**src/rt_pkg.sv**
```systemverilog
package rt_pkg;

  typedef logic signed [31:0] coord_t;  // Whole units or FRAC_BITS distances
  typedef logic [11:0] node_addr_t;
  typedef logic [13:0] trig_addr_t;
  typedef logic [7:0] num_trigs_t;      // Zero marks an inner child

  localparam int FRAC_BITS = 16;

  // A link names the next pair for an inner child and the first triangle for a leaf
  typedef union packed {
    struct packed {
      logic [1:0] pad;
      node_addr_t addr;
    } node;
    trig_addr_t trig;
  } child_link_u;

  localparam int WORDS_PER_CHILD = 8;
  localparam int WORDS_PER_PAIR = 16;

  // Word offsets within one child record
  localparam int W_X_MIN = 0;
  localparam int W_X_MAX = 1;
  localparam int W_Y_MIN = 2;
  localparam int W_Y_MAX = 3;
  localparam int W_Z_MIN = 4;
  localparam int W_Z_MAX = 5;
  localparam int W_NUM_TRIGS = 6;
  localparam int W_LINK = 7;

  localparam int SLAB_LATENCY = 4;

endpackage

```
**src/traversal_stack.sv**
```systemverilog
`timescale 1ns/1ps

module traversal_stack
  import rt_pkg::*;
#(
  parameter int STACK_DEPTH = 16
) (
  input  logic       clk,
  input  logic       counter_reg_reset,
  input  logic       push,
  input  logic       pop,
  input  node_addr_t push_addr,
  output node_addr_t top_addr,
  output logic       empty
);

  localparam int AW = $clog2(STACK_DEPTH);
  localparam int CW = $clog2(STACK_DEPTH + 1);

  node_addr_t    slots [STACK_DEPTH];
  logic [CW-1:0] count;
  logic          full;

  assign empty    = count == '0;
  assign full     = count == CW'(STACK_DEPTH);
  assign top_addr = slots[AW'(count - 1'b1)];  // Last pushed entry

  always_ff @(posedge clk) begin
    if (counter_reg_reset) count <= '0;
    else if (push) count <= count + 1'b1;
    else if (pop) count <= count - 1'b1;
  end

  always_ff @(posedge clk) begin
    if (push) slots[AW'(count)] <= push_addr;
  end

  a_no_overflow: assert property (@(posedge clk) disable iff (counter_reg_reset)
    full |-> !push);
  a_no_underflow: assert property (@(posedge clk) disable iff (counter_reg_reset)
    empty |-> !pop);
  a_one_op: assert property (@(posedge clk) disable iff (counter_reg_reset)
    !(push && pop));

endmodule

```
**config.mk**
```make
export PLATFORM = sky130hd
export DESIGN_NAME = traversal_stack
export DESIGN_NICKNAME = d
export VERILOG_FILES = /design/src/rt_pkg.sv /design/src/traversal_stack.sv
export SDC_FILE = /design/constraint.sdc
export NUM_CORES = 1
export LEC_CHECK = 0
export ABC_CLOCK_PERIOD_IN_PS = 3600
export BUFFER_PORTS_ARGS = -buffer_cell sky130_fd_sc_hd__buf_4
export CAP_MARGIN = 0
export CORE_MARGIN = 10
export CORE_UTILIZATION = 60
export CTS_CLUSTER_SIZE = 25
export DETAILED_ROUTE_END_ITERATION = 16
export PLACE_DENSITY = 0.78
export SKIP_CTS_REPAIR_TIMING = 1
export SLEW_MARGIN = 25
export SYNTH_ARGS = -nofsm -noshare
export SYNTH_HDL_FRONTEND = slang
export SYNTH_SLANG_ARGS = --single-unit
```
**constraint.sdc**
```tcl
create_clock -name clk -period 3.6 [get_ports clk]
set_clock_uncertainty 0.15 [all_clocks]
set_input_delay 0.72 -clock clk [delete_from_list [all_inputs] [get_ports clk]]
set_output_delay 0.72 -clock clk [all_outputs]
set_load 0.02 [all_outputs]
```
==> metrics <==
status=finished, final reports clean; RSZ-0062 raised after global routing=false; max cap viols=0; Req. time, crit path=around 2700 ps; vias in the first global route=a little under 4000; worst skew pair latency=about 420 ps; clk buf depth=2; DIE AREA=~0.018 mm2; area delta synth->final=13.49%; First-pass DRT Iterations=5; hpwl dp=9.134 mm; Synth async-reset ratio=0%; CTS tree=yes; die height=around 130 um; vias=~3700; HP Class=input port to flop; area share of the largest cell type after synthesis=73.99%; # IOs=29; cell family with the largest share of critical-path delay=buffers and inverters; Crit Path Category=flop to output pin; fin nets=approximately 430; Layout Utilization=69.79%; post-synthesis compound-gate area fraction=2.232%; library cells used by synthesis=30; Period minus WS final=3403 ps; DRT antenna net count=0; VDD IR max=0.0004257 V; first-pass GRT wire length=approximately 24 mm; WP data arrival=approximately 2500 ps; PD cells=slightly below 600 mW/mm2; Worst slew margin=about half; Rows=between 40 and 50; Yosys top cell by area=edfxtp_1; Synth Area in Simple Gates=between 3 and 4%; syn_area_per_cell=21.35 um2; Starting Density=61.50%; initial antenna violation count=0; Total Routing Usage GR=between 10% and 20%; DR vias/cell=6.194; CTS H-tree lvls=4; port buffer count=28; Routed wire per std cell=25.67 um; crit-path cells=inv_1, ha_4, buf_12, mux4_2, nor2b_1, a211oi_1, a21oi_1, buf_4; top_reg_cell synth=edfxtp_1; GRT overflow=0; clk sinks=slightly below 200; Final Total Pwr=between 5 and 6 mW; synthesized instance count=approximately 370; CP Capture Type=output pin; mux contribution to synthesized area=15.94%; #FFs+latches synth=197; Setup TNS Final=0 ps; drt initial violations=371; Post-Syn Nets=slightly below 400; Worst path max stage delay=a little over 400 ps; Root Buffer=clkbuf_16; DRC viols=0; Max Fclk=about 290 MHz; CP bufs+invs=3; synth top area cells=edfxtp_1, mux4_2, mux4_1, mux2i_1, dfxtp_1; Post-synth EDFFs=192; period utilization=a little over nine tenths; layout cells sized above 1=29.98%; max-slew violations=0; slowest CP cell=dfxtp_2; largest net degree at the start of global routing=54; Leakage=roughly 2.9 nW; routed wire length=around 15 mm; Setup crit start kind=flop; Final GP Congestion=0.8232; Post-Syn Area=~0.0078 mm2; ANT cells=0; register area share after synthesis=between 70 and 80%; CP max FO=25; most frequent cell after synthesis=edfxtp_1; Final Hold Viols=0; core area=roughly 0.013 mm2; reg2reg setup slack=between 1000 and 1500 ps; Synth warnings=0; Post-Synth XOR/XNOR Area=less than 1%; area share of fa/ha/maj cells after synthesis=0.6423%; synth cell count leaders=edfxtp_1, mux4_2, nor2_1; Worst-path clk slew=about 70 ps; largest family of logic cells by synthesized area=multiplexers; die width=134.0 um; Final setup viols=0; TritonCTS Buffers=17; Worst-Margin Slew=around 750 ps
[cells in the final DEF, fill, tap and decap left out, types with 2 or more instances in the layout]
cell,Yosys,final
xnor2_1,5,4
mux4_1,8,8
buf_12,2,3
mux4_2,40,40
nor2b_1,11,11
inv_1,2,2
nand2b_1,3,3
clkinvlp_4,0,5
a211oi_1,11,11
clkinv_2,0,4
clkbuf_16,0,17
ha_1,4,3
mux2i_1,12,12
dfxtp_1,5,3
edfxtp_1,192,192
nand2_1,7,7
buf_4,5,47
a21oi_1,11,11
clkinv_1,0,2
nor2_1,23,23
[worst paths after layout]
| check | startpoint | endpoint | cells past startpoint |
|---|---|---|---|
| hold / removal | counter_reg_reset | count[0]$_SDFFE_PP0P_ | 2 |
| setup / recovery | count[1]$_SDFFE_PP0P_ | top_addr[11] | 8 |
| setup reg to reg | count[0]$_SDFFE_PP0P_ | slots[3][6]$_DFFE_PP_ | 5 |
| hold reg to reg | count[4]$_SDFFE_PP0P_ | count[4]$_SDFFE_PP0P_ | 2 |
[report_power, final]
part	internal (mW)	total, mW	switching, mW
clock network	0.944	1.72	0.774
registers	2.58	2.60	0.0243
logic	0.403	0.922	0.519
total	3.92	5.24	1.32
[per-layer routing]
layer  up-vias  part of all wire, %  track usage (%)  routed length [um]
met3        21                  5.5            4.668                 849
met5         -                    0                0                   0
met2       139                   53            29.63                8114
met4         0                  2.0            6.530                 303
li1       1607                    -                -                   -
met1      1943                   40            22.17                6106
[final cells by class]
cell class / count / area, um2
Inverter: 2 / 7.507
Fill cell: 761 / 3827
Clock buffer: 18 / 429.2
Tap cell: 172 / 215.2
Multi-Input combinational cell: 146 / 1795
Timing Repair Buffer: 50 / 412.9
Clock inverter: 14 / 112.6
Sequential cell: 197 / 5871
[sequential cells by signal (all words and copies together), names as in the netlist]
signal,count
count,5
slots,192
[stage by stage]
stage | hold slack, ps | cell area (um2) | cells | setup slack, ps
after CTS | 317.1 | 8832 | 599 | 5.563
final | 333.8 | 8843 | 599 | 197.4
after floorplan | 335.5 | 7792 | 365 | 431.2
after detailed placement | 368.6 | 8290 | 567 | 486.2
after global placement | 353.8 | 8290 | 567 | 590.4
after global routing | 323.3 | 8843 | 599 | 86.28
[kinds of logic after synthesis]
kind of cell	Yosys count
AOI/OAI and AO/OA	26
xor gates and xnor gates	6
adders and majority gates	4
buffers and inverters	22
DFF	197
muxes	61
and+or+nand+nor	49
Power figures use the tool's default switching activity.
