### config.mk
export PLATFORM = sky130hd
export DESIGN_NAME = node_fetch
export DESIGN_NICKNAME = d
export VERILOG_FILES = /design/src/rt_pkg.sv /design/src/node_fetch.sv
export SDC_FILE = /design/constraint.sdc
export NUM_CORES = 1
export LEC_CHECK = 0
export ABC_CLOCK_PERIOD_IN_PS = 4830
export BUFFER_PORTS_ARGS = -buffer_cell sky130_fd_sc_hd__buf_2
export CAP_MARGIN = 20
export CORE_MARGIN = 1.5
export CORE_UTILIZATION = 40
export CTS_CLUSTER_SIZE = 24
export DETAILED_ROUTE_END_ITERATION = 6
export PLACE_DENSITY = 0.79
export SLEW_MARGIN = 10
export SYNTH_ARGS = -nofsm -noshare
export SYNTH_HDL_FRONTEND = slang
export SYNTH_SLANG_ARGS = --single-unit
### constraint.sdc
create_clock -name clk -period 4.83 [get_ports clk]
set_clock_uncertainty 0.1 [all_clocks]
set_input_delay 0.483 -clock clk [delete_from_list [all_inputs] [get_ports clk]]
set_output_delay 0.483 -clock clk [all_outputs]
set_load 0.01 [all_outputs]
### src/rt_pkg.sv
package rt_pkg;

  typedef logic signed [31:0] coord_t;  // Whole units or FRAC_BITS distances
  typedef logic [11:0] node_addr_t;
  typedef logic [13:0] trig_addr_t;
  typedef logic [7:0] num_trigs_t;      // Zero marks an inner child

  localparam int FRAC_BITS = 16;

  // A link names the next pair for an inner child and the first triangle for a leaf
  typedef union packed {
    struct packed {
      logic [1:0] pad;
      node_addr_t addr;
    } node;
    trig_addr_t trig;
  } child_link_u;

  localparam int WORDS_PER_CHILD = 8;
  localparam int WORDS_PER_PAIR = 16;

  // Word offsets within one child record
  localparam int W_X_MIN = 0;
  localparam int W_X_MAX = 1;
  localparam int W_Y_MIN = 2;
  localparam int W_Y_MAX = 3;
  localparam int W_Z_MIN = 4;
  localparam int W_Z_MAX = 5;
  localparam int W_NUM_TRIGS = 6;
  localparam int W_LINK = 7;

  localparam int SLAB_LATENCY = 4;

endpackage

### src/node_fetch.sv
`timescale 1ns/1ps

module node_fetch
  import rt_pkg::*;
(
  input  logic        clk,
  input  logic        counter_reg_reset,
  input  logic        fetch_start,
  input  node_addr_t  fetch_addr,
  output node_addr_t  mem_rd_addr,
  input  logic [31:0] mem_rdata,
  output logic        pair_valid,
  output coord_t      l_bounds [6],
  output coord_t      r_bounds [6],
  output num_trigs_t  l_num_trigs,
  output num_trigs_t  r_num_trigs,
  output child_link_u l_link,
  output child_link_u r_link
);

  localparam logic [3:0] LAST_WORD = 4'(WORDS_PER_PAIR - 1);

  node_addr_t base_addr;
  logic [3:0] word_cnt;   // Word currently on mem_rdata
  logic       busy;
  logic [2:0] word_off;
  logic       right_word;

  assign word_off   = 3'(word_cnt % WORDS_PER_CHILD);
  assign right_word = word_cnt >= 4'(WORDS_PER_CHILD);

  // Address runs one word ahead of the capture
  assign mem_rd_addr = fetch_start ? fetch_addr
                                   : base_addr + node_addr_t'(word_cnt) + 12'd1;

  always_ff @(posedge clk) begin
    if (counter_reg_reset) begin
      busy       <= 1'b0;
      word_cnt   <= '0;
      pair_valid <= 1'b0;
    end else begin
      pair_valid <= 1'b0;
      if (fetch_start) begin
        busy     <= 1'b1;
        word_cnt <= '0;
      end else if (busy) begin
        word_cnt <= word_cnt + 4'd1;
        if (word_cnt == LAST_WORD) begin
          busy       <= 1'b0;
          pair_valid <= 1'b1;
        end
      end
    end
  end

  always_ff @(posedge clk) begin
    if (fetch_start) begin
      base_addr <= fetch_addr;
    end
  end

  always_ff @(posedge clk) begin
    if (busy) begin
      if (word_off == 3'(W_NUM_TRIGS)) begin
        if (right_word) r_num_trigs <= mem_rdata[7:0];
        else l_num_trigs <= mem_rdata[7:0];
      end else if (word_off == 3'(W_LINK)) begin
        if (right_word) r_link <= mem_rdata[13:0];
        else l_link <= mem_rdata[13:0];
      end else if (right_word) begin
        r_bounds[word_off] <= mem_rdata;
      end else begin
        l_bounds[word_off] <= mem_rdata;
      end
    end
  end

  a_no_restart: assert property (@(posedge clk) disable iff (counter_reg_reset)
    busy |-> !fetch_start);

endmodule

==> key figures <==
Clocking
  – Library cell used as clock root buffer: sky130_fd_sc_hd__clkbuf_16
  – Post-CTS setup buffer count: 0
  – Later-pin clock latency in the skew report: 0.56 ns
  – CTS sink cnt: 446
  – Post-CTS Resized: 0
  – Reg clk slew, reported paths: 0.06 ns
  – Buffer levels on the longest clock path: 3
  – CTS tree: built
  – Number of buffers inserted during clock tree synthesis: 45
  – Htree depth: 2

Drt
  – Post-detailed-routing wire length: 37400 um
  – Vias after detailed routing: 7824
  – Average wire per cell in the routed design: 23.1 um
  – Detailed-route DRC error count: 0
  – Iter 0 DRT Violations: 571
  – Routed Antenna Nets: 0
  – Via density per instance: 4.83
  – First-pass iteration count of the detailed router: 5

STA
  – Final count of negative-setup-slack endpoints: 0
  – Total negative slack: 0 ns
  – Final-report hold violation count: 0
  – Final max-slew violation count: 0
  – Slew @ Worst Pin: 1.02 ns
  – Unrepaired setup endpoints after global routing: no
  – Slew margin rel.: 0.320
  – Period Utilization, post-route: 0.743
  – Final period demand of the worst path: 3.59 ns
  – Max Fclk: 279 MHz

Logic synthesis
  – Async SR Flop Fraction: 0
  – Leading cell types by count after synthesis: sky130_fd_sc_hd__edfxtp_1 (440), sky130_fd_sc_hd__nor2_1 (18), sky130_fd_sc_hd__nand2_1 (14), sky130_fd_sc_hd__nand3_1 (9)
  – Avg Synthesized Cell Area: 24.5 um^2
  – Instance count of the mapped netlist: 578
  – Top_reg_cell synth: sky130_fd_sc_hd__edfxtp_1
  – Total of flip-flops plus latches after synthesis: 446
  – Post-synthesis sequential area ratio: 0.941
  – Portion of synthesized cell area occupied by the leading cell type: 0.933
  – Netlist area before placement: 14200 um^2
  – Cell type with the largest total area after synthesis: sky130_fd_sc_hd__edfxtp_1
  – Number of warnings printed during yosys synthesis: 0
  – Netlist cell types: 44
  – Number of enable-type register cells in the synthesized netlist: 440
  – Mapped Nets: 634
  – Most common cell in the synthesized netlist: sky130_fd_sc_hd__edfxtp_1
  – Synth area leaders: sky130_fd_sc_hd__edfxtp_1 (93%), sky130_fd_sc_hd__dfxtp_1 (0.85%), sky130_fd_sc_hd__ha_1 (0.71%), sky130_fd_sc_hd__nor2_1 (0.48%), sky130_fd_sc_hd__nand2_1 (0.37%)

Hold path
  – Class of the most critical hold timing path: input pin to flop
  – Hold path startpoint: mem_rdata[16]

Critical path
  – Category of the worst setup path capture point: output pin
  – Critical Setup Path Class: flop to output pin
  – R2R Path Start: word_cnt[0]
  – Worst path arrival time: 3.00 ns
  – Dominant cell type by count on the critical path: sky130_fd_sc_hd__a21oi_1
  – Cell Chain, Critical Path: inv_1 > ha_1 > fa_1 > nand2b_1 > a21oi_1 > a21oi_1 > nand3b_1 > buf_2
  – Worst-path maximum fanout: 9
  – Startpoint types: flop
  – Largest stage delay on the critical path: 0.58 ns
  – Buffers plus inverters on the worst setup path: 2
  – Critical path required time: 4.25 ns
  – Family with the most delay on the worst path: adder cells
  – Worst-path cell with the longest stage delay: sky130_fd_sc_hd__dfxtp_1
  – Beginning of the critical path: word_cnt[0]

Pwr
  – VDD IR max: 0.000288 V
  – P_leak: 7.11 nW
  – Power per standard cell area: 409 nW/um^2

Placed design
  – Number of buffer cells added on primary ports: 487
  – HPWL Detailed: 24300 um
  – Placed cells: 1524
  – Global placer's final weighted congestion: 0.836

Global route
  – Maximum number of pins on one net before global-route repair: 42
  – Number of global-route vias before repair: 7733
  – First-pass GRT wire length: 51600 um
  – All-Layer GR Usage: 0.199
  – Remaining Overflow, GRT: 0
  – Number of antenna violations at the first check in global routing: 0

Die
  – Die boundary width: 191 um
  – Placeable Area: 34700 um^2
  – Area of the die: 36600 um^2
  – Starting Density: 0.408
  – Number of placed I/O pins: 488
  – Die boundary height: 191 um
  – Number of cell rows: 68

Cells and area
  – Number of filler instances in the final layout: 2633
  – Area added between synthesis and finish: 33.7%
  – Share of layout cells above drive strength 1: 0.501
  – Post-Layout Cell Count: 1620
  – Final Net Count: 1190
  – Final antenna diode count: 0

Run
  – Count of max-cap constraint violations: 0

Status
  – Result of the run: complete, no violations
path summary, 6_finish.rpt:
kind	end	slack [ns]	cells past startpoint
worst min register to register	word_cnt[3]	0.54	2
worst min-delay path	r_bounds[112]	0.15	1
worst max-delay path	mem_rd_addr[10]	1.24	8
worst max register to register	l_bounds[143]	2.00	6
cell families (layout without fill, tap and decap cells):
kind of cell               after synthesis  in the layout  synth area share
adders and majority gates                9              9           0.00848
muxes                                    3              3           0.00212
buffers and inverters                   14            601           0.00512
and+or+nand+nor                         73             73            0.0264
AOI/OAI and AO/OA                       28             28            0.0137
DFF                                    446            446             0.941
xor gates and xnor gates                 5              5           0.00309
power by group:
group          internal (mW)  switching (mW)  total (mW)
combinational         0.0616           0.137       0.199
clock                   1.83            1.41        3.24
sequential              4.29          0.0158        4.30
metrics by stage:
stage | utilization | power, mW | hold WS, ns | instance area, um^2 | setup WS (ns)
floorplan | - | 4.45 | 0.455 | 14200 | 0.181
global placement | 0.498 | 4.56 | 0.512 | 17300 | 1.94
detailed placement | 0.499 | 4.57 | 0.534 | 17300 | 1.78
CTS | 0.542 | 7.79 | 0.140 | 18800 | 1.27
global route | 0.546 | 7.97 | 0.150 | 18900 | 1.04
finish | 0.546 | 7.74 | 0.154 | 18900 | 1.24
sequential cells by signal, summed over array words and instances, names as in the netlist:
name,cells
base_addr,12
busy,1
l_bounds,192
l_link,14
l_num_trigs,8
pair_valid,1
r_bounds,192
r_link,14
r_num_trigs,8
word_cnt,4
final cells by class:
type	count	area, um^2	area share
flip-flops and latches	446	13300	0.704
repair buffers	516	2790	0.147
clock buffers	53	1160	0.0610
multi-input cells	118	850	0.0449
well taps	455	569	0.0301
clock inverters	25	208	0.0110
inverters	7	31.3	0.00165
cells in the final DEF (no fill, tap or decap), types with 9 or more instances in the layout:
| master | netlist | layout |
|---|---|---|
| sky130_fd_sc_hd__nor2_1 | 18 | 12 |
| sky130_fd_sc_hd__buf_4 | 1 | 10 |
| sky130_fd_sc_hd__clkbuf_16 | 0 | 45 |
| sky130_fd_sc_hd__edfxtp_1 | 440 | 440 |
| sky130_fd_sc_hd__buf_2 | 3 | 487 |
| sky130_fd_sc_hd__nand3_1 | 9 | 9 |
| sky130_fd_sc_hd__nand2_1 | 14 | 14 |
| sky130_fd_sc_hd__dlygate4sd3_1 | 0 | 13 |
repair_timing:
action,CTS,global route
endpoints found under the setup margin,0,0
endpoints found under the hold margin,13,0
hold buffers,13,0
layer usage:
metal	up-vias	wire length, um	global-route usage
li1	3413	-	-
met1	3919	14300	0.237
met2	415	19300	0.343
met3	77	2870	0.0587
met4	0	993	0.0682
met5	-	0	0
(Power assumes the default switching activity.)
