### src/rt_pkg.sv
package rt_pkg;

  typedef logic signed [31:0] coord_t;  // Whole units or FRAC_BITS distances
  typedef logic [11:0] node_addr_t;
  typedef logic [13:0] trig_addr_t;
  typedef logic [7:0] num_trigs_t;      // Zero marks an inner child

  localparam int FRAC_BITS = 16;

  // A link names the next pair for an inner child and the first triangle for a leaf
  typedef union packed {
    struct packed {
      logic [1:0] pad;
      node_addr_t addr;
    } node;
    trig_addr_t trig;
  } child_link_u;

  localparam int WORDS_PER_CHILD = 8;
  localparam int WORDS_PER_PAIR = 16;

  // Word offsets within one child record
  localparam int W_X_MIN = 0;
  localparam int W_X_MAX = 1;
  localparam int W_Y_MIN = 2;
  localparam int W_Y_MAX = 3;
  localparam int W_Z_MIN = 4;
  localparam int W_Z_MAX = 5;
  localparam int W_NUM_TRIGS = 6;
  localparam int W_LINK = 7;

  localparam int SLAB_LATENCY = 4;

endpackage

### src/traversal_ctrl.sv
`timescale 1ns/1ps

module traversal_ctrl
  import rt_pkg::*;
(
  input  logic        clk,
  input  logic        counter_reg_reset,
  input  logic        ray_valid,
  output logic        fetch_start,
  output node_addr_t  fetch_addr,
  input  logic        pair_valid,
  output logic        slab_start,
  input  logic        slab_valid,
  input  logic        l_hit,
  input  logic        r_hit,
  input  logic        l_first,
  input  coord_t      l_entry,
  input  coord_t      r_entry,
  input  num_trigs_t  l_num_trigs,
  input  num_trigs_t  r_num_trigs,
  input  child_link_u l_link,
  input  child_link_u r_link,
  output logic        push,
  output logic        pop,
  output node_addr_t  push_addr,
  input  node_addr_t  top_addr,
  input  logic        empty,
  output logic        leaf_valid,
  output trig_addr_t  leaf_trig_addr,
  output num_trigs_t  leaf_num_trigs,
  output coord_t      leaf_entry,
  output logic        done
);

  localparam logic [2:0] S_IDLE     = 3'd0;
  localparam logic [2:0] S_FETCH    = 3'd1;
  localparam logic [2:0] S_TEST     = 3'd2;
  localparam logic [2:0] S_REPORT_L = 3'd3;
  localparam logic [2:0] S_REPORT_R = 3'd4;
  localparam logic [2:0] S_STEP     = 3'd5;

  logic [2:0] state;
  logic [2:0] state_next;
  logic       l_go;
  logic       r_go;

  assign l_go = l_hit && (l_num_trigs == '0);  // Hit inner children
  assign r_go = r_hit && (r_num_trigs == '0);

  always_ff @(posedge clk) begin
    if (counter_reg_reset) state <= S_IDLE;
    else state <= state_next;
  end

  always_comb begin
    state_next  = state;
    fetch_start = 1'b0;
    fetch_addr  = '0;   // Root pair
    slab_start  = 1'b0;
    push        = 1'b0;
    pop         = 1'b0;
    push_addr   = '0;
    done        = 1'b0;
    case (state)
      S_IDLE: begin
        if (ray_valid) begin
          fetch_start = 1'b1;
          state_next  = S_FETCH;
        end
      end
      S_FETCH: begin
        if (pair_valid) begin
          slab_start = 1'b1;
          state_next = S_TEST;
        end
      end
      S_TEST: begin
        if (slab_valid) state_next = S_REPORT_L;
      end
      S_REPORT_L: state_next = S_REPORT_R;
      S_REPORT_R: state_next = S_STEP;
      S_STEP: begin
        if (l_go || r_go || !empty) begin
          fetch_start = 1'b1;
          state_next  = S_FETCH;
        end else begin
          done       = 1'b1;
          state_next = S_IDLE;
        end
        if (l_go && r_go) begin
          push       = 1'b1;  // Farther child waits on the stack
          fetch_addr = l_first ? l_link.node.addr : r_link.node.addr;
          push_addr  = l_first ? r_link.node.addr : l_link.node.addr;
        end else if (l_go) begin
          fetch_addr = l_link.node.addr;
        end else if (r_go) begin
          fetch_addr = r_link.node.addr;
        end else begin
          pop        = !empty;
          fetch_addr = top_addr;
        end
      end
      default: state_next = S_IDLE;
    endcase
  end

  // Left leaf goes out one cycle ahead of the right one
  assign leaf_valid = (state == S_REPORT_L && l_hit && l_num_trigs != '0) ||
                      (state == S_REPORT_R && r_hit && r_num_trigs != '0);
  assign leaf_trig_addr = (state == S_REPORT_R) ? r_link.trig : l_link.trig;
  assign leaf_num_trigs = (state == S_REPORT_R) ? r_num_trigs : l_num_trigs;
  assign leaf_entry     = (state == S_REPORT_R) ? r_entry : l_entry;

endmodule

### config.mk
export PLATFORM = sky130hd
export DESIGN_NAME = traversal_ctrl
export DESIGN_NICKNAME = d
export VERILOG_FILES = /design/src/rt_pkg.sv /design/src/traversal_ctrl.sv
export SDC_FILE = /design/constraint.sdc
export NUM_CORES = 1
export LEC_CHECK = 0
export ABC_CLOCK_PERIOD_IN_PS = 2450
export BUFFER_PORTS_ARGS = -buffer_cell sky130_fd_sc_hd__buf_2
export CAP_MARGIN = 10
export CORE_AREA = 2 2 82 84
export DETAILED_ROUTE_END_ITERATION = 10
export DIE_AREA = 0 0 84 86
export PLACE_DENSITY = 0.69
export SKIP_CTS_REPAIR_TIMING = 1
export SLEW_MARGIN = 20
export SYNTH_ARGS = -nofsm -noshare
export SYNTH_HDL_FRONTEND = slang
export SYNTH_SLANG_ARGS = --single-unit
export TNS_END_PERCENT = 30
### constraint.sdc
create_clock -name clk -period 2.45 [get_ports clk]
set_clock_uncertainty 0.15 [all_clocks]
set_input_delay 0.49 -clock clk [delete_from_list [all_inputs] [get_ports clk]]
set_output_delay 0.49 -clock clk [all_outputs]
set_load 0.01 [all_outputs]
==> run metrics, run 1 <==
Inserted Diodes 0; chip height about 86 um; All-Layer GR Usage 17.2%; via count 2,336; Top Family by Delay on Critical Path simple AND/OR/NAND/NOR gates; Clock Path Buffers 2; Placed Area between 2000 and 3000 sq um; failing checks setup timing; Largest regs state x3; crit-path max cell delay between 0.5 and 0.6 ns; initial drt markers between 70 and 80; Starting Density 24.4%; Startpoint Class primary input; Setup crit end kind output port; syn_nets around 300; sequential area share after synthesis 3.92%; share of the synthesized area in the top cell type a little over two fifths; Post-Syn Area per Cell approximately 8.6 sq um; GPL Wtd Cong slightly below 0.8; FFs w/ async S/R, synth 0%; Core Util, Final 48.4%; Worst EP arrival ~2.0 ns; Crit-path slowest cell or4_4; Synth Register Bits 3; hpwl dp around 6.0 mm; fmax 373 MHz; setup violators final 28; Placed Instances 473; most common cell in the netlist mux2_2; Nets about 530; I/O Buffers 212; grt ovf 0; cell count after synthesis roughly 180; Antenna Violating Nets Remaining 0; Crit Path Category primary input to output port; max reg flops 3; Finished Cell Area 3040 sq um; Hold Crit Class primary input to register; IO Count approximately 210; slew at the pin with the worst max-slew slack roughly 0.35 ns; DRC viols 0; Leakage between 0.0015 and 0.002 uW; # clock sinks 3; MaxCap Viol Count 0; # rows 29; die area 7220 sq um; initial antenna violation count 0; synthesis-to-layout area growth 98.4%; synth warn 0; number of synthesized flops with an enable pin 0; H-tree depth 1; Pwr Density about 180 nW/um^2; mapped cell area about 1500 sq um; VDD IR-drop max 0.215 mV; clk slew on worst S/H paths roughly 0.03 ns; Num CTS Buffers 3; Finished Layout Cells approximately 480; Fin. Hold Viols 0; Clk Latency, worst-skew pair approximately 0.22 ns; Slew HR 76.9%; CTS root buf clkbuf_8; core area 6280 sq um; CTS tree yes; drt pass-1 iters 4; Yosys top cell by area mux2_2; share of layout cells above drive strength 1 83.0%; Setup WS post-layout -0.232 ns; Post-synth top cells mux2_2 (57), nor2_1 (15), mux2i_1 (12); Final Max Slew Viols 0; Via density between 4 and 5; DR WL/cell approximately 15 um; Netlist cell types 39; Total Wirelength around 7 mm; prevailing post-synth register cell dfxtp_1; top cells by area, synth mux2_2 (42%), mux2i_1 (7.8%), o221a_2 (6.6%); pin count of the biggest net entering global routing 46; Period minus WS final around 2.7 ns; Required @ worst endpoint approximately 1.8 ns; status complete, but fails checks; chip width approximately 84 um; Worst Path Max Fanout 7; number of global-route vias before repair between 2,000 and 2,500; crit-path cells buf_6 > or4_4 > nor3_4 > buf_6 > o31a_1 > o221a_2 > buf_6; cell repeated most along the worst path buf_6; RSZ-0062 raised after global routing true; crit share post-route 109%; Critical path buffers and inverters 3; largest register by flop count state; first-pass GRT wire length 10.5 mm
## worst reg2reg max path, stage by stage, from the launching register on
cell,delay [ns]
dfxtp_1,0.34
buf_4,0.17
nand2b_1,0.17
a31o_2,0.25
a311oi_1,0.25
## where the power goes
part	internal [uW]	leakage [uW]	switching, uW
clock network	111	0.0000228	36.8
logic	191	0.00150	150
registers	51.7	0.0000254	7.72
total	354	0.00155	195
## final timing paths
path | start | to | slack, ns | cells after the start
worst min register to register | state[2]$_SDFFE_PP0P_ | state[1]$_SDFFE_PP0P_ | 0.37 | 1
worst max-delay path | r_num_trigs[6] | fetch_addr[6] | -0.23 | 7
worst max register to register | state[1]$_SDFFE_PP0P_ | state[0]$_SDFFE_PP0P_ | 1.01 | 4
worst min-delay path | counter_reg_reset | state[1]$_SDFFE_PP0P_ | 0.31 | 2
## layout by cell type, fill, tap and decap left out, types with 3 or more instances in the layout
cell,n
o31a_1,6
nand4_1,7
buf_4,20
nor2_1,7
buf_6,14
clkbuf_8,3
o221a_2,9
nand3_1,7
mux2_2,57
buf_2,200
nor4_1,3
nor2_2,8
mux2i_1,12
a211o_1,3
nand2_1,5
o31a_2,3
## area by class of cell
cell class,count,area [sq um]
multi-input cells,156,1480
fillers,639,3240
clock buffers,4,45.0
well taps,77,96.3
flip-flops and latches,3,63.8
repair buffers,236,1350
inverters,2,7.51
## per-stage QoR
step	TNS (ns)	setup slack, ns	hold WS (ns)	total power (uW)
2_1_floorplan	-0.0502	-0.00303	0.413	195
3_3_place_gp	-5.95	-0.289	0.458	379
3_5_place_dp	-6.90	-0.328	0.470	385
4_1_cts	-8.38	-0.330	0.316	536
5_1_grt	-6.63	-0.307	0.321	594
6_report	-4.91	-0.232	0.314	549
## per-layer routing
metal	vias to the layer above	wire (um)	track usage, %	share of wire (%)
li1	1156	-	-	-
met1	1083	3030	22.6	42
met2	91	3730	31.2	52
met3	6	330	1.73	4.6
met4	0	44	2.35	0.62
met5	-	0	0	0
## kinds of logic (layout without fill, tap and decap cells)
family                 count (synthesis)  count (layout)  synth area share (%)
AO/OA/AOI/OAI                         33              33                  19.6
buffers and inverters                 20             242                  6.86
flip-flops                             3               3                  3.92
multiplexers                          69              69                  49.8
AND/OR/NAND/NOR                       54              54                  19.9
No activity file was read; power rests on OpenSTA's default activity.
==> run 2: changes to the inputs <==
- REMOVE_ABC_BUFFERS: not set -> 1
==> run metrics, run 2 (synthesis results as in run 1) <==
status complete, but fails checks; failing checks setup timing; # rows 29 (unchanged); crit-path cells buf_6 > or4_4 > nor3_4 > buf_12 > buf_12 > o31a_2 > o221a_4 > buf_6; Crit-path slowest cell or4_4; VDD IR-drop max 0.174 mV (-19%); largest register by flop count state; All-Layer GR Usage 19.4% (+2.2 points); Largest regs state x3; Hold Crit Class primary input to register; most common cell after layout, fill and taps aside buf_2; Final Max Slew Viols 0 (unchanged); Total Wirelength 7.97 mm (+12%); hpwl dp 6.46 mm (+8.4%); chip width 84 um (unchanged); chip height 86 um (unchanged); number of global-route vias before repair 2,389 (+9.6%); Num CTS Buffers 3 (unchanged); Critical path buffers and inverters 4 (+1); Worst EP arrival 2.05 ns (about the same); core area 6280 sq um (unchanged); DR WL/cell 16.6 um (+11%); commonest non-fill, non-tap cells in the layout buf_2 (200), mux2_2 (57), buf_4 (18); IO Count 213 (unchanged); Finished Cell Area 3140 sq um (+3.3%); Required @ worst endpoint 1.81 ns (about the same); Setup WS post-layout -0.239 ns (-0.00666 ns); Inserted Diodes 0 (unchanged); Tot Pwr 552 uW (+0.64%); Leakage 0.00159 uW (+2.3%); crit share post-route 110% (+0.27 points); Worst Path Max Fanout 7 (unchanged); Core Util, Final 50.0% (+1.6 points); fmax 372 MHz (-0.25%); setup violators final 28 (unchanged); MaxCap Viol Count 0 (unchanged); grt ovf 0 (unchanged); crit-path max cell delay 0.57 ns (about the same); Pwr Density 176 nW/um^2 (-2.6%); Nets 534 (+0.56%); synthesis-to-layout area growth 105%; CTS tree yes; RSZ-0062 raised after global routing true; H-tree depth 1 (unchanged); Clk Latency, worst-skew pair 0.22 ns (about the same); first-pass GRT wire length 11.6 mm (+11%); Placed Area 2790 sq um (-0.53%); I/O Buffers 212 (unchanged); CTS root buf clkbuf_8; Startpoint Class primary input; Setup crit end kind output port; slew at the pin with the worst max-slew slack 0.309 ns (-0.0376 ns); drt pass-1 iters 4 (unchanged); initial antenna violation count 0 (unchanged); Antenna Violating Nets Remaining 0 (unchanged); DRC viols 0 (unchanged); # clock sinks 3 (unchanged); Period minus WS final 2.69 ns (+0.00666 ns); Slew HR 79.2% (+2.4 points); die area 7220 sq um (unchanged); Starting Density 24.4% (unchanged); Fin. Hold Viols 0 (unchanged); via count 2,419 (+3.6%); max reg flops 3 (unchanged); initial drt markers 79 (+6.8%); hold_ws 0.307 ns (-0.00633 ns); clk slew on worst S/H paths 0.03 ns (about the same); FF-to-FF setup slack 1.04 ns (+0.03 ns); Crit Path Category primary input to output port; Clock Path Buffers 2 (unchanged); pin count of the biggest net entering global routing 34 (-26%); GPL Wtd Cong 0.968 (+23%); share of layout cells above drive strength 1 82.4% (-0.62 points); Top Family by Delay on Critical Path simple AND/OR/NAND/NOR gates; Via density 5.03 (+2.9%)
[run 2: final timing paths]
path,start,to,cells past startpoint
setup / recovery,r_num_trigs[3],fetch_addr[1],8
hold / removal,counter_reg_reset,state[1]$_SDFFE_PP0P_,2
setup reg to reg,state[1]$_SDFFE_PP0P_,state[0]$_SDFFE_PP0P_,4
hold reg to reg,state[2]$_SDFFE_PP0P_,state[0]$_SDFFE_PP0P_,1
[run 2: final cells by class]
class	instances	area [sq um]
fillers	632	3140
well taps	77	96.3
multi-input cells	157	1510
repair buffers	238	1420
clock buffers	4	45.0
flip-flops and latches	3	60.1
inverters	2	7.51
[run 2: through the flow]
stage / setup TNS [ns] / cells / setup WS [ns]
finish: -5.11 / 481 / -0.239
global placement: -6.72 / 473 / -0.325
global route: -6.67 / 481 / -0.290
floorplan: -195.13 / 161 / -3.42
detailed placement: -6.92 / 473 / -0.359
CTS: -6.95 / 477 / -0.360
[run 2: report_power, final]
group          internal, uW  switching (uW)  total, uW
clock network           111            36.7        148
logic                   191             157        348
registers              52.7            3.36       56.0
total                   355             197        552
[run 2: routing by layer]
| metal | track usage [%] | vias to the layer above | wire length [um] |
|---|---|---|---|
| li1 | - | 1164 | - |
| met1 | 22.3 | 1113 | 2980 |
| met3 | 2.60 | 14 | 546 |
| met5 | 0 | - | 0 |
| met2 | 37.3 | 128 | 4300 |
| met4 | 5.72 | 0 | 140 |
==> run 3: changes to the inputs <==
- RECOVER_POWER: not set -> 100
==> run metrics, run 3 (synthesis results as in run 1) <==
Clock Path Buffers 2 (unchanged); setup violators final 28 (unchanged); share of layout cells above drive strength 1 81.9% (-0.50 points); largest register by flop count state; # rows 29 (unchanged); pin count of the biggest net entering global routing 34 (unchanged); Period minus WS final 2.69 ns (unchanged); Largest regs state x3; VDD IR-drop max 0.176 mV (+1.1%); slew at the pin with the worst max-slew slack 0.308 ns (-0.000247 ns); Hold Path Stages 2 (unchanged); initial antenna violation count 0 (unchanged); Worst Path Max Fanout 7 (unchanged); hold path start counter_reg_reset; synthesis-to-layout area growth 105%; DR WL/cell 16.6 um (about the same); status complete, but fails checks; Pwr Density 176 nW/um^2 (-0.13%); Starting Density 24.4% (unchanged); DRC viols 0 (unchanged); Placed Instances 473 (unchanged); fmax 372 MHz (unchanged); chip height 86 um (unchanged); max reg flops 3 (unchanged); hold_ws 0.308 ns (+0.000490 ns); Setup WS post-layout -0.239 ns (unchanged); Worst EP arrival 2.05 ns (about the same); Antenna Violating Nets Remaining 0 (unchanged); Leakage 0.00158 uW (-0.52%); IO Count 213 (unchanged); CTS root buf clkbuf_8; hpwl dp 6.46 mm (unchanged); die area 7220 sq um (unchanged); CTS tree yes; worst flop-to-flop path endpoint state[0]$_SDFFE_PP0P_; setup_tns -5.11 ns (+0.000540 ns); initial drt markers 79 (unchanged); Num CTS Buffers 3 (unchanged); Finished Layout Cells 481 (unchanged); FF-to-FF setup slack 0.95 ns (-0.09 ns); Startpoint Class primary input; Slew HR 79.3% (about the same); Tot Pwr 551 uW (-0.29%); RSZ-0062 raised after global routing true; via count 2,418 (-0.041%); Fin. Hold Viols 0 (unchanged); Inserted Diodes 0 (unchanged); first-pass GRT wire length 11.6 mm (unchanged); number of global-route vias before repair 2,389 (unchanged); Worst R2R Start state[1]$_SDFFE_PP0P_; Setup crit end kind output port; All-Layer GR Usage 19.4% (unchanged); Core Util, Final 50.0% (-0.080 points); Clk Latency, worst-skew pair 0.22 ns (about the same); Reg2Reg Depth 4 (unchanged); grt ovf 0 (unchanged); Hold Crit Class primary input to register; failing checks setup timing; Filler Cell Count 632 (unchanged); GPL Wtd Cong 0.968 (unchanged); Crit Path Category primary input to output port; crit share post-route 110% (unchanged); core area 6280 sq um (unchanged); drt pass-1 iters 4 (unchanged); I/O Buffers 212 (unchanged); # clock sinks 3 (unchanged); chip width 84 um (unchanged); clk slew on worst S/H paths 0.03 ns (about the same); MaxCap Viol Count 0 (unchanged); Total Wirelength 7.96 mm (about the same); Final Max Slew Viols 0 (unchanged); Hold Path Sink state[1]$_SDFFE_PP0P_; most common cell after layout, fill and taps aside buf_2; Via density 5.03 (about the same); commonest non-fill, non-tap cells in the layout buf_2 (199), mux2_2 (57), buf_4 (17); H-tree depth 1 (unchanged); Nets 534 (unchanged); Required @ worst endpoint 1.81 ns (about the same)
## run 3: final cells by class
cell class                      instances  area [sq um]  share of cell area (%)
Clock buffer                            4          45.0                    1.44
Inverter                                2          7.51                   0.239
Multi-Input combinational cell        157          1510                    48.2
Sequential cell                         3          60.1                    1.92
Tap cell                               77          96.3                    3.07
Timing Repair Buffer                  238          1410                    45.1
## run 3: power breakdown
part | internal (uW) | switching (uW)
clock | 111 | 36.5
combinational | 190 | 157
sequential | 52.7 | 3.30
## run 3: worst max-delay path by stage
stage	from	to	slack, ns
2_1_floorplan	state[2]$_SDFFE_PP0P_	leaf_entry[0]	-3.42
3_3_place_gp	r_num_trigs[7]	fetch_addr[1]	-0.32
3_5_place_dp	r_num_trigs[7]	fetch_addr[6]	-0.36
4_1_cts	r_num_trigs[7]	fetch_addr[6]	-0.36
5_1_grt	r_num_trigs[3]	fetch_addr[1]	-0.29
6_report	r_num_trigs[3]	fetch_addr[1]	-0.24
## run 3: layer usage
layer | part of all wire, % | GRT usage (%) | up-vias
li1 | - | - | 1164
met2 | 54 | 37.3 | 128
met3 | 6.9 | 2.60 | 14
met5 | 0 | 0 | -
met4 | 1.8 | 5.72 | 0
met1 | 38 | 22.3 | 1112
## run 3: metrics by stage
stage / area [sq um] / worst slack, ns
2_1_floorplan: 1430 / -3.42
3_3_place_gp: 2790 / -0.325
3_5_place_dp: 2790 / -0.359
4_1_cts: 2840 / -0.360
5_1_grt: 3140 / -0.290
6_report: 3140 / -0.239
## run 3: worst max-delay path: stages
cell	delay, ns
buf_6	0.09
or4_4	0.57
nor3_4	0.21
buf_12	0.14
buf_12	0.11
o31a_2	0.16
o221a_4	0.17
buf_6	0.09
